<file path="src/source/rtg_pkg.sv">
// Shared widths, OSD colours and arbiter state encoding for the RTG
// display and audio fetch block. Modules refer to these by scoped name.

`default_nettype none

package rtg_pkg;

  // Bus widths
  localparam int ADDR_W = 24;   // Word address into shared memory
  localparam int DATA_W = 16;   // Memory word, also one RGB565 pixel
  localparam int CHAN_W = 8;    // One expanded output colour channel

  ////////////////////////////////////////////////////////////////////////////
  // OSD colours, 2 bits per channel
  ////////////////////////////////////////////////////////////////////////////

  // Pattern bit set
  localparam logic [1:0] OSD_FG_R = 2'b11;
  localparam logic [1:0] OSD_FG_G = 2'b11;
  localparam logic [1:0] OSD_FG_B = 2'b11;

  // Pattern bit clear gives a blue tint
  localparam logic [1:0] OSD_BG_R = 2'b00;
  localparam logic [1:0] OSD_BG_G = 2'b00;
  localparam logic [1:0] OSD_BG_B = 2'b10;

  // Memory port ownership
  typedef enum logic [1:0] {
    ARB_IDLE,
    ARB_VIDEO,
    ARB_AUDIO
  } arb_state_e;

endpackage

`default_nettype wire

</file>
<file path="src/source/audio_fetch.sv">
// Auxiliary audio fetch. Every SAMPLE_DIV clocks one word is read from the
// audio buffer; the byte-swapped word lands in left and right by turns
// and aud_strobe pulses once per update.

`timescale 1ns/1ps
`default_nettype none

module audio_fetch #(
  parameter logic [rtg_pkg::ADDR_W-1:0] AUDIO_BASE  = 24'h6F_0000,
  parameter int                         AUDIO_WORDS = 32,
  parameter int                         SAMPLE_DIV  = 643
) (
  input  logic                       clk_vid,
  input  logic                       rst_n,
  input  logic                       aud_ena,
  output logic                       aud_req_valid,
  output logic [rtg_pkg::ADDR_W-1:0] aud_req_addr,
  input  logic                       aud_req_ready,
  input  logic                       aud_rsp_valid,
  input  logic [rtg_pkg::DATA_W-1:0] rsp_data,
  output logic [rtg_pkg::DATA_W-1:0] aud_left,
  output logic [rtg_pkg::DATA_W-1:0] aud_right,
  output logic                       aud_strobe
);

  localparam int DIV_W = (SAMPLE_DIV > 1) ? $clog2(SAMPLE_DIV) : 1;
  localparam int IDX_W = (AUDIO_WORDS > 1) ? $clog2(AUDIO_WORDS) : 1;
  localparam logic [DIV_W-1:0] LAST_DIV = DIV_W'(SAMPLE_DIV - 1);
  localparam logic [IDX_W-1:0] LAST_IDX = IDX_W'(AUDIO_WORDS - 1);

  logic [DIV_W-1:0] div_cnt;
  logic             tick;
  logic             tick_pend;   // Tick seen, request not yet accepted
  logic             busy;        // Request accepted, data not back
  logic [IDX_W-1:0] idx;
  logic             lr_sel;      // 0 left, 1 right

  assign tick          = aud_ena && (div_cnt == LAST_DIV);
  assign aud_req_valid = tick_pend && !busy;
  assign aud_req_addr  = AUDIO_BASE + {{(rtg_pkg::ADDR_W - IDX_W){1'b0}}, idx};

  // Sample rate divider
  always_ff @(posedge clk_vid or negedge rst_n) begin
    if (!rst_n)                 div_cnt <= '0;
    else if (!aud_ena || tick)  div_cnt <= '0;
    else                        div_cnt <= div_cnt + 1'b1;
  end

  always_ff @(posedge clk_vid or negedge rst_n) begin
    if (!rst_n) begin
      tick_pend  <= 1'b0;
      busy       <= 1'b0;
      idx        <= '0;
      lr_sel     <= 1'b0;
      aud_left   <= '0;
      aud_right  <= '0;
      aud_strobe <= 1'b0;
    end else begin
      aud_strobe <= 1'b0;
      if (aud_req_valid && aud_req_ready) begin
        tick_pend <= 1'b0;
        busy      <= 1'b1;
        idx       <= (idx == LAST_IDX) ? '0 : idx + 1'b1;
      end
      if (tick) tick_pend <= 1'b1;       // Merges with one already waiting
      if (aud_rsp_valid) begin
        busy       <= 1'b0;
        lr_sel     <= ~lr_sel;
        aud_strobe <= 1'b1;
        if (lr_sel) aud_right <= {rsp_data[7:0], rsp_data[15:8]};
        else        aud_left  <= {rsp_data[7:0], rsp_data[15:8]};
      end
      // Rewind while disabled once nothing is pending or in flight
      if (!aud_ena && !tick_pend && !busy) begin
        idx    <= '0;
        lr_sel <= 1'b0;
      end
    end
  end

endmodule

`default_nettype wire

</file>
<file path="src/source/mem_arbiter.sv">
// Shares the single external memory read port between the pixel and
// audio fetch engines. One request in flight at a time; the owner keeps
// the port until its response comes back.

`timescale 1ns/1ps
`default_nettype none

module mem_arbiter (
  input  logic                       clk_vid,
  input  logic                       rst_n,
  // Video client
  input  logic                       vid_req_valid,
  input  logic [rtg_pkg::ADDR_W-1:0] vid_req_addr,
  output logic                       vid_req_ready,
  output logic                       vid_rsp_valid,
  input  logic                       vid_pri,
  // Audio client
  input  logic                       aud_req_valid,
  input  logic [rtg_pkg::ADDR_W-1:0] aud_req_addr,
  output logic                       aud_req_ready,
  output logic                       aud_rsp_valid,
  // External memory
  output logic                       mem_valid,
  output logic [rtg_pkg::ADDR_W-1:0] mem_addr,
  input  logic                       mem_ready,
  input  logic                       mem_rvalid,
  input  logic [rtg_pkg::DATA_W-1:0] mem_rdata,
  output logic [rtg_pkg::DATA_W-1:0] rsp_data
);

  rtg_pkg::arb_state_e state;
  logic                req_done;   // Owner's request already accepted
  logic                any_req;
  logic                pick_vid;
  logic                sel_vid;
  logic                req_phase;

  assign any_req  = vid_req_valid || aud_req_valid;
  assign pick_vid = vid_req_valid && (vid_pri || !aud_req_valid);

  // Choice is fresh in idle, locked once a client owns the port
  assign sel_vid   = (state == rtg_pkg::ARB_IDLE) ? pick_vid : (state == rtg_pkg::ARB_VIDEO);
  assign req_phase = (state == rtg_pkg::ARB_IDLE) || !req_done;

  assign mem_addr  = sel_vid ? vid_req_addr : aud_req_addr;
  assign mem_valid = (state == rtg_pkg::ARB_IDLE) ? any_req :
                     (!req_done && (sel_vid ? vid_req_valid : aud_req_valid));

  assign vid_req_ready = mem_ready && req_phase && sel_vid;
  assign aud_req_ready = mem_ready && req_phase && !sel_vid;

  // Response goes back to whoever owns the port
  assign vid_rsp_valid = mem_rvalid && (state == rtg_pkg::ARB_VIDEO);
  assign aud_rsp_valid = mem_rvalid && (state == rtg_pkg::ARB_AUDIO);
  assign rsp_data      = mem_rdata;

  always_ff @(posedge clk_vid or negedge rst_n) begin
    if (!rst_n) begin
      state    <= rtg_pkg::ARB_IDLE;
      req_done <= 1'b0;
    end else begin
      case (state)
        rtg_pkg::ARB_IDLE: begin
          if (any_req) begin
            state    <= pick_vid ? rtg_pkg::ARB_VIDEO : rtg_pkg::ARB_AUDIO;
            req_done <= mem_ready;                 // Accepted on first cycle
          end
        end
        default: begin
          if (mem_valid && mem_ready) req_done <= 1'b1;
          if (mem_rvalid) begin                    // Release the port
            state    <= rtg_pkg::ARB_IDLE;
            req_done <= 1'b0;
          end
        end
      endcase
    end
  end

endmodule

`default_nettype wire

</file>
<file path="src/source/osd_overlay.sv">
// Output stage. Expands RGB565 pixels to 8 bits per channel, blends the
// OSD pattern inside a column window and flags the last pixel of a line.
// Single register stage; a new pixel is taken whenever the slot frees up.

`timescale 1ns/1ps
`default_nettype none

module osd_overlay #(
  parameter  int LINE_PIXELS = 16,
  localparam int COL_W       = $clog2(LINE_PIXELS + 1)
) (
  input  logic                       clk_vid,
  input  logic                       rst_n,
  input  logic                       pix_valid,
  output logic                       pix_ready,
  input  logic [rtg_pkg::DATA_W-1:0] pix_data,
  input  logic                       osd_enable,
  input  logic [COL_W-1:0]           osd_left,
  input  logic [COL_W-1:0]           osd_right,
  input  logic [15:0]                osd_pattern,
  input  logic                       hsync_pol,
  output logic                       out_valid,
  input  logic                       out_ready,
  output logic [rtg_pkg::CHAN_W-1:0] out_r,
  output logic [rtg_pkg::CHAN_W-1:0] out_g,
  output logic [rtg_pkg::CHAN_W-1:0] out_b,
  output logic                       out_line_end
);

  localparam logic [COL_W-1:0] LAST_COL = COL_W'(LINE_PIXELS - 1);

  logic [COL_W-1:0]           col;
  logic [COL_W+3:0]           col_ext;
  logic                       take;
  logic                       in_win;
  logic                       pat_bit;
  logic [1:0]                 osd_r, osd_g, osd_b;
  logic [rtg_pkg::CHAN_W-1:0] exp_r, exp_g, exp_b;

  assign pix_ready = out_ready || !out_valid;
  assign take      = pix_valid && pix_ready;

  // Replicate top bits into the low end
  assign exp_r = {pix_data[15:11], pix_data[15:13]};
  assign exp_g = {pix_data[10:5],  pix_data[10:9]};
  assign exp_b = {pix_data[4:0],   pix_data[4:2]};

  assign in_win  = osd_enable && (col >= osd_left) && (col < osd_right);
  assign col_ext = {4'b0000, col};
  assign pat_bit = osd_pattern[col_ext[3:0]];   // Pattern repeats every 16 columns
  assign osd_r   = pat_bit ? rtg_pkg::OSD_FG_R : rtg_pkg::OSD_BG_R;
  assign osd_g   = pat_bit ? rtg_pkg::OSD_FG_G : rtg_pkg::OSD_BG_G;
  assign osd_b   = pat_bit ? rtg_pkg::OSD_FG_B : rtg_pkg::OSD_BG_B;

  always_ff @(posedge clk_vid or negedge rst_n) begin
    if (!rst_n) begin
      out_valid <= 1'b0;
      col       <= '0;
    end else if (take) begin
      out_valid <= 1'b1;
      col       <= (col == LAST_COL) ? '0 : col + 1'b1;
    end else if (out_ready) begin
      out_valid <= 1'b0;
    end
  end

  // Pixel payload
  always_ff @(posedge clk_vid) begin
    if (take) begin
      out_r        <= in_win ? {osd_r, exp_r[rtg_pkg::CHAN_W-1:2]} : exp_r;
      out_g        <= in_win ? {osd_g, exp_g[rtg_pkg::CHAN_W-1:2]} : exp_g;
      out_b        <= in_win ? {osd_b, exp_b[rtg_pkg::CHAN_W-1:2]} : exp_b;
      out_line_end <= (col == LAST_COL) ^ hsync_pol;
    end
  end

endmodule

`default_nettype wire

</file>
<file path="src/source/pixel_fetch.sv">
// Reads the frame buffer word by word from frame_base, wrapping after
// FRAME_WORDS, and queues the words in a small FIFO for the output stage.
// Requests stop once stored plus in-flight words would fill the FIFO.

`timescale 1ns/1ps
`default_nettype none

module pixel_fetch #(
  parameter int FRAME_WORDS = 64,
  parameter int FIFO_DEPTH  = 8
) (
  input  logic                       clk_vid,
  input  logic                       rst_n,
  input  logic [rtg_pkg::ADDR_W-1:0] frame_base,
  output logic                       vid_req_valid,
  output logic [rtg_pkg::ADDR_W-1:0] vid_req_addr,
  input  logic                       vid_req_ready,
  input  logic                       vid_rsp_valid,
  input  logic [rtg_pkg::DATA_W-1:0] rsp_data,
  output logic                       vid_pri,
  output logic                       pix_valid,
  input  logic                       pix_ready,
  output logic [rtg_pkg::DATA_W-1:0] pix_data
);

  localparam int IDX_W = (FRAME_WORDS > 1) ? $clog2(FRAME_WORDS) : 1;
  localparam int PTR_W = (FIFO_DEPTH > 1) ? $clog2(FIFO_DEPTH) : 1;
  localparam int CNT_W = $clog2(FIFO_DEPTH + 1);
  localparam logic [IDX_W-1:0] LAST_IDX = IDX_W'(FRAME_WORDS - 1);
  localparam logic [PTR_W-1:0] LAST_PTR = PTR_W'(FIFO_DEPTH - 1);
  localparam logic [CNT_W:0]   DEPTH_V  = (CNT_W + 1)'(FIFO_DEPTH);
  localparam logic [CNT_W:0]   HALF_V   = (CNT_W + 1)'(FIFO_DEPTH / 2);

  logic [rtg_pkg::DATA_W-1:0] fifo_mem [FIFO_DEPTH];
  logic [PTR_W-1:0]           wr_ptr;
  logic [PTR_W-1:0]           rd_ptr;
  logic [CNT_W-1:0]           fill;      // Words stored
  logic [CNT_W-1:0]           out_cnt;   // Words requested, not yet returned
  logic [CNT_W:0]             used;
  logic [IDX_W-1:0]           idx;
  logic                       req_fire;
  logic                       pop;

  assign used          = {1'b0, fill} + {1'b0, out_cnt};
  assign vid_req_valid = used < DEPTH_V;   // Falls only after a request fires
  assign vid_req_addr  = frame_base + {{(rtg_pkg::ADDR_W - IDX_W){1'b0}}, idx};
  assign vid_pri       = {1'b0, fill} < HALF_V;
  assign req_fire      = vid_req_valid && vid_req_ready;

  assign pix_valid = fill != '0;
  assign pix_data  = fifo_mem[rd_ptr];
  assign pop       = pix_valid && pix_ready;

  ////////////////////////////////////////////////////////////////////////////
  // Request index, counters and pointers
  ////////////////////////////////////////////////////////////////////////////

  always_ff @(posedge clk_vid or negedge rst_n) begin
    if (!rst_n) begin
      idx     <= '0;
      out_cnt <= '0;
      fill    <= '0;
      wr_ptr  <= '0;
      rd_ptr  <= '0;
    end else begin
      if (req_fire) idx <= (idx == LAST_IDX) ? '0 : idx + 1'b1;
      out_cnt <= out_cnt + CNT_W'(req_fire) - CNT_W'(vid_rsp_valid);
      fill    <= fill + CNT_W'(vid_rsp_valid) - CNT_W'(pop);
      if (vid_rsp_valid) wr_ptr <= (wr_ptr == LAST_PTR) ? '0 : wr_ptr + 1'b1;
      if (pop) rd_ptr <= (rd_ptr == LAST_PTR) ? '0 : rd_ptr + 1'b1;
    end
  end

  // Storage is written on the response cycle
  always_ff @(posedge clk_vid) begin
    if (vid_rsp_valid) fifo_mem[wr_ptr] <= rsp_data;
  end

endmodule

`default_nettype wire

</file>
<file path="src/source/rtg_display_top.sv">
// RTG display and auxiliary audio fetch. Pixel and audio engines share
// one external word memory through the arbiter; pixels leave through
// the OSD overlay stage. All logic runs on clk_vid.

`timescale 1ns/1ps
`default_nettype none

module rtg_display_top #(
  parameter  int                         FRAME_WORDS = 64,
  parameter  int                         LINE_PIXELS = 16,
  parameter  int                         FIFO_DEPTH  = 8,
  parameter  logic [rtg_pkg::ADDR_W-1:0] AUDIO_BASE  = 24'h6F_0000,
  parameter  int                         AUDIO_WORDS = 32,
  parameter  int                         SAMPLE_DIV  = 643,
  localparam int                         COL_W       = $clog2(LINE_PIXELS + 1)
) (
  input  logic                       clk_vid,
  input  logic                       rst_n,
  // Control
  input  logic [rtg_pkg::ADDR_W-1:0] frame_base,
  input  logic                       aud_ena,
  input  logic                       osd_enable,
  input  logic [COL_W-1:0]           osd_left,
  input  logic [COL_W-1:0]           osd_right,
  input  logic [15:0]                osd_pattern,
  input  logic                       hsync_pol,
  // Shared memory
  output logic                       mem_valid,
  output logic [rtg_pkg::ADDR_W-1:0] mem_addr,
  input  logic                       mem_ready,
  input  logic                       mem_rvalid,
  input  logic [rtg_pkg::DATA_W-1:0] mem_rdata,
  // Video out
  output logic                       out_valid,
  input  logic                       out_ready,
  output logic [rtg_pkg::CHAN_W-1:0] out_r,
  output logic [rtg_pkg::CHAN_W-1:0] out_g,
  output logic [rtg_pkg::CHAN_W-1:0] out_b,
  output logic                       out_line_end,
  // Audio out
  output logic [rtg_pkg::DATA_W-1:0] aud_left,
  output logic [rtg_pkg::DATA_W-1:0] aud_right,
  output logic                       aud_strobe
);

  logic                       vid_req_valid, vid_req_ready, vid_rsp_valid, vid_pri;
  logic [rtg_pkg::ADDR_W-1:0] vid_req_addr;
  logic                       aud_req_valid, aud_req_ready, aud_rsp_valid;
  logic [rtg_pkg::ADDR_W-1:0] aud_req_addr;
  logic [rtg_pkg::DATA_W-1:0] rsp_data;
  logic                       pix_valid, pix_ready;
  logic [rtg_pkg::DATA_W-1:0] pix_data;

  mem_arbiter u_mem_arbiter (
    .clk_vid, .rst_n,
    .vid_req_valid, .vid_req_addr, .vid_req_ready, .vid_rsp_valid, .vid_pri,
    .aud_req_valid, .aud_req_addr, .aud_req_ready, .aud_rsp_valid,
    .mem_valid, .mem_addr, .mem_ready, .mem_rvalid, .mem_rdata, .rsp_data
  );

  pixel_fetch #(.FRAME_WORDS(FRAME_WORDS), .FIFO_DEPTH(FIFO_DEPTH)) u_pixel_fetch (
    .clk_vid, .rst_n, .frame_base,
    .vid_req_valid, .vid_req_addr, .vid_req_ready, .vid_rsp_valid, .rsp_data,
    .vid_pri, .pix_valid, .pix_ready, .pix_data
  );

  audio_fetch #(
    .AUDIO_BASE(AUDIO_BASE), .AUDIO_WORDS(AUDIO_WORDS), .SAMPLE_DIV(SAMPLE_DIV)
  ) u_audio_fetch (
    .clk_vid, .rst_n, .aud_ena,
    .aud_req_valid, .aud_req_addr, .aud_req_ready, .aud_rsp_valid, .rsp_data,
    .aud_left, .aud_right, .aud_strobe
  );

  osd_overlay #(.LINE_PIXELS(LINE_PIXELS)) u_osd_overlay (
    .clk_vid, .rst_n, .pix_valid, .pix_ready, .pix_data,
    .osd_enable, .osd_left, .osd_right, .osd_pattern, .hsync_pol,
    .out_valid, .out_ready, .out_r, .out_g, .out_b, .out_line_end
  );

endmodule

`default_nettype wire

</file>
<file path="config.mk">
export PLATFORM = sky130hd
export DESIGN_NAME = rtg_display_top
export DESIGN_NICKNAME = d
export VERILOG_FILES = /design/src/source/rtg_pkg.sv /design/src/source/audio_fetch.sv /design/src/source/mem_arbiter.sv /design/src/source/osd_overlay.sv /design/src/source/pixel_fetch.sv /design/src/source/rtg_display_top.sv
export SDC_FILE = /design/constraint.sdc
export NUM_CORES = 1
export LEC_CHECK = 0
export ABC_AREA = 1
export ABC_CLOCK_PERIOD_IN_PS = 4100
export BUFFER_PORTS_ARGS = -buffer_cell sky130_fd_sc_hd__buf_2
export CAP_MARGIN = 20
export CORE_MARGIN = 3
export CORE_UTILIZATION = 51
export DETAILED_ROUTE_END_ITERATION = 6
export PLACE_DENSITY = 0.72
export SYNTH_ARGS = -nofsm -noshare
export SYNTH_HDL_FRONTEND = slang
export SYNTH_SLANG_ARGS = --single-unit
</file>
<file path="constraint.sdc">
create_clock -name clk_vid -period 4.1 [get_ports clk_vid]
set_clock_uncertainty 0.1 [all_clocks]
set_input_delay 0 -clock clk_vid [delete_from_list [all_inputs] [get_ports clk_vid]]
set_output_delay 0 -clock clk_vid [all_outputs]
set_load 0.01 [all_outputs]
</file>
==> results.toml <==
[setup_path]
crit_path_end = "mem_addr[18]"
cp.depth = 10
cp-end-kind = "primary output"
max_stage_delay_ns = 0.41
crit_chain = "ha_1 -> fa_1 -> nand3_1 -> nand3_2 -> inv_2 -> o21bai_4 -> nand2_1 -> nor3_1 -> nand3b_1 -> buf_2"
startpoint = "u_pixel_fetch.idx[0]"
crit_type = "reg2out"
r2r_start = "u_pixel_fetch.fill[1]"
required_ns = 4.00
path_buf_inv = 2
reg2reg_slack_ns = 1.50
regToRegEndpoint = "u_pixel_fetch.out_cnt[2]"
reg2regPathDepth = 13
crit_family = "adder cells"
path_max_fanout = 5
arrival_ns = 2.52
cp_slowest_cell = "dfrtp_1"
start_kind = "flop"

[timing]
slew_headroom = 0.340
hold_viol_final = 0
maxSlewViolCount = 0
period_needed_ns = 2.62
rsz0062_at_grt = "no"
fin_crit_sh = 0.638
setup_viol = 0
worstMarginPinSlew_ns = 0.989
fmax_mhz = 382
tns_ns = 0
holdWs_ns = 0.0690

[die]
initial_core_util = 0.524
die_x_um = 153
fp.dieArea_mm2 = 0.0235
die_h_um = 153
std_cell_rows = 53
core_area_mm2 = 0.0212
ioPinCount = 158

[logic_synthesis]
synth_area_per_cell_um2 = 10.5
synthTopCellsByArea = "edfxtp_1 41%, dfrtp_1 18%, nand2_1 5.0%"
synth_ff_type = "edfxtp_1"
syn_area_mm2 = 0.0111
netlist-cell-type-count = 47
synth_seq_cells = 231
synth_edf_count = 151
yosys.area.top_type_share = 0.409
synth-seq-area-share = 0.590
ys_warn_count = 0
synth_cells = 1060
syn_nets = 1174
synth_area_leader_cell = "edfxtp_1"
synthArstFlopShare = 0.346

[grt]
grt_use_total = 0.203
grt_pass1_vias = 7769
grt_max_degree = 81
antenna_found_initial = 0
gr-total-overflow = 0
grt_pass1_wl_mm = 39.5

[final_layout]
fin_nets = 1359
antenna_cells = 0
syn2layout_area_growth_pct = 18.8
finalCoreUtilization = 0.622
fillers = 1732
layout-drive-gt1-share = 0.238

[placed_design]
dp.final_hpwl_mm = 15.9
gp_congestion = 0.804
port_buffers = 157

[status]
status = "complete, no violations"

[clock_tree]
cts.path.max_buffers = 3
clock-sinks = 231
cts_tree = "done"
clk_pin_slew_ns = 0.06
post-cts-setup-buffers = 0
numCtsBuffers = 25
root_buffer = "clkbuf_16"
clk_latency_ns = 0.51
cts_max_level = 1

[detailed_routing]
totalWireLength_mm = 24.2
drt_iter0_markers = 570
drc = 0
wire_per_inst_um = 15.7
detail-route-antenna-nets = 0
viasPerCell = 5.24
vias = 8067
dr.pass1.iters = 5

[pwr]
p_per_area_mw_per_mm2 = 689
vdd_drop_max_uv = 456
totalPowerFinal_mw = 9.07
p_leak_nw = 5.73

[run]
max_cap_violations = 0

[hold_path]
hold_class = "in2reg"
holdCritStartpoint = "osd_pattern[12]"
[worst min-delay path by stage]
| stage | endpoint | depth (start not counted) |
|---|---|---|
| final | u_osd_overlay.out_r[6] | 7 |
| after global routing | u_osd_overlay.out_r[6] | 7 |
| after CTS | u_osd_overlay.out_r[6] | 7 |
| after global placement | u_mem_arbiter.state[0] | 2 |
| after floorplan | u_audio_fetch.aud_left[0] | 0 |
| after detailed placement | u_mem_arbiter.state[0] | 2 |
[kinds of logic after synthesis]
kind of cell | after synthesis | share of synthesized area
buffers and inverters | 144 | 0.0596
adder cells (fa/ha/maj) | 40 | 0.0472
flip-flops | 231 | 0.590
XOR/XNOR | 23 | 0.0182
AND/OR/NAND/NOR | 393 | 0.161
AO/OA/AOI/OAI | 224 | 0.120
multiplexers | 5 | 0.00452
[synth_stat cells (5+ instances only)]
cell,n
buf_6,10
buf_2,8
nor2_1,124
edfxtp_1,151
o22ai_1,32
nor3_1,10
mux2i_1,5
xor2_1,13
nand3_1,44
a21oi_1,29
dfrtp_1,80
nand4_1,9
clkbuf_1,12
o21ai_1,35
o21ai_2,33
nand2_2,30
buf_4,8
ha_1,37
inv_1,96
nand2_1,147
o21ai_0,82
xnor2_1,10
inv_2,8
[registers in the layout, indices dropped and copies added (netlist names), 6 cells and up]
| name | flops |
|---|---|
| u_audio_fetch.aud_right | 16 |
| u_osd_overlay.out_r | 7 |
| u_audio_fetch.aud_left | 16 |
| u_pixel_fetch.fifo_mem | 128 |
| u_audio_fetch.div_cnt | 10 |
| u_pixel_fetch.idx | 6 |
| u_osd_overlay.out_g | 8 |
| u_osd_overlay.out_b | 7 |
[timing repair]
| item | 4_1_cts | 5_1_grt |
|---|---|---|
| hold endpoints to repair | 274 | 16 |
| setup endpoints to repair | 0 | 0 |
| resized for setup | 0 | 0 |
| hold buffers | 24 | 1 |
[cell usage in the layout, fill, tap and decap left out, drive strengths merged]
cell | netlist | routed
nand2 | 181 | 181
buf | 26 | 171
edfxtp | 151 | 151
o21ai | 150 | 150
nor2 | 128 | 128
inv | 106 | 108
dfrtp | 80 | 80
nand3 | 46 | 46
ha | 37 | 37
o22ai | 32 | 32
clkbuf | 12 | 30
a21oi | 29 | 29
dlygate4sd3 | 0 | 25
xor2 | 13 | 13
nor3 | 13 | 13
xnor2 | 10 | 10
clkinv | 0 | 10
nand4 | 9 | 9
mux2i | 5 | 5
nor4 | 5 | 5
a21o | 4 | 4
nand3b | 4 | 4
or2 | 4 | 4
o211ai | 3 | 3
fa | 3 | 3
bufinv | 0 | 3
a31oi | 2 | 2
o221ai | 1 | 1
nor3b | 1 | 1
o21bai | 1 | 1
nand2b | 1 | 1
and3 | 1 | 1
a22o | 1 | 1
o2111ai | 1 | 1
clkinvlp | 0 | 1
[layout make-up]
type | count | area [um^2] | share of cell area
clock buffers | 30 | 644 | 0.0489
multi-input cells | 685 | 3900 | 0.296
flip-flops and latches | 231 | 6540 | 0.496
inverters | 106 | 403 | 0.0306
repair buffers | 196 | 1160 | 0.0884
clock inverters | 16 | 173 | 0.0131
well taps | 275 | 344 | 0.0261
[power breakdown]
part / leakage (nW) / internal [mW] / switching [mW] / total, mW
Combinational: 2.92 / 1.29 / 2.25 / 3.54
Sequential: 2.41 / 3.03 / 0.283 / 3.31
Clock: 0.403 / 1.32 / 0.901 / 2.22
Total: 5.73 / 5.64 / 3.43 / 9.07
[metrics by stage]
stage                     std cells  worst slack [ns]  cell area, um^2
after floorplan                1060              1.42            11100
after global placement         1467              1.55            12100
after detailed placement       1467              1.50            12100
after CTS                      1537              1.45            13100
after global routing           1539              1.27            13200
final                          1539              1.48            13200
[worst register-to-register path, delay by kind of cell, from the launching register on]
| family | cells | cell delay [ns] |
|---|---|---|
| AND/OR/NAND/NOR | 7 | 0.70 |
| XOR/XNOR | 1 | 0.17 |
| buffers and inverters | 2 | 0.19 |
| adder cells (fa/ha/maj) | 3 | 0.90 |
| flip-flops | 1 | 0.43 |
[metal layers]
layer	global-route usage	wire, um	vias up
met3	0.0326	1620	29
met1	0.300	11200	3773
met2	0.325	11100	251
met5	0	0	-
met4	0.0399	315	0
li1	-	-	4014
(Power assumes the default switching activity.)
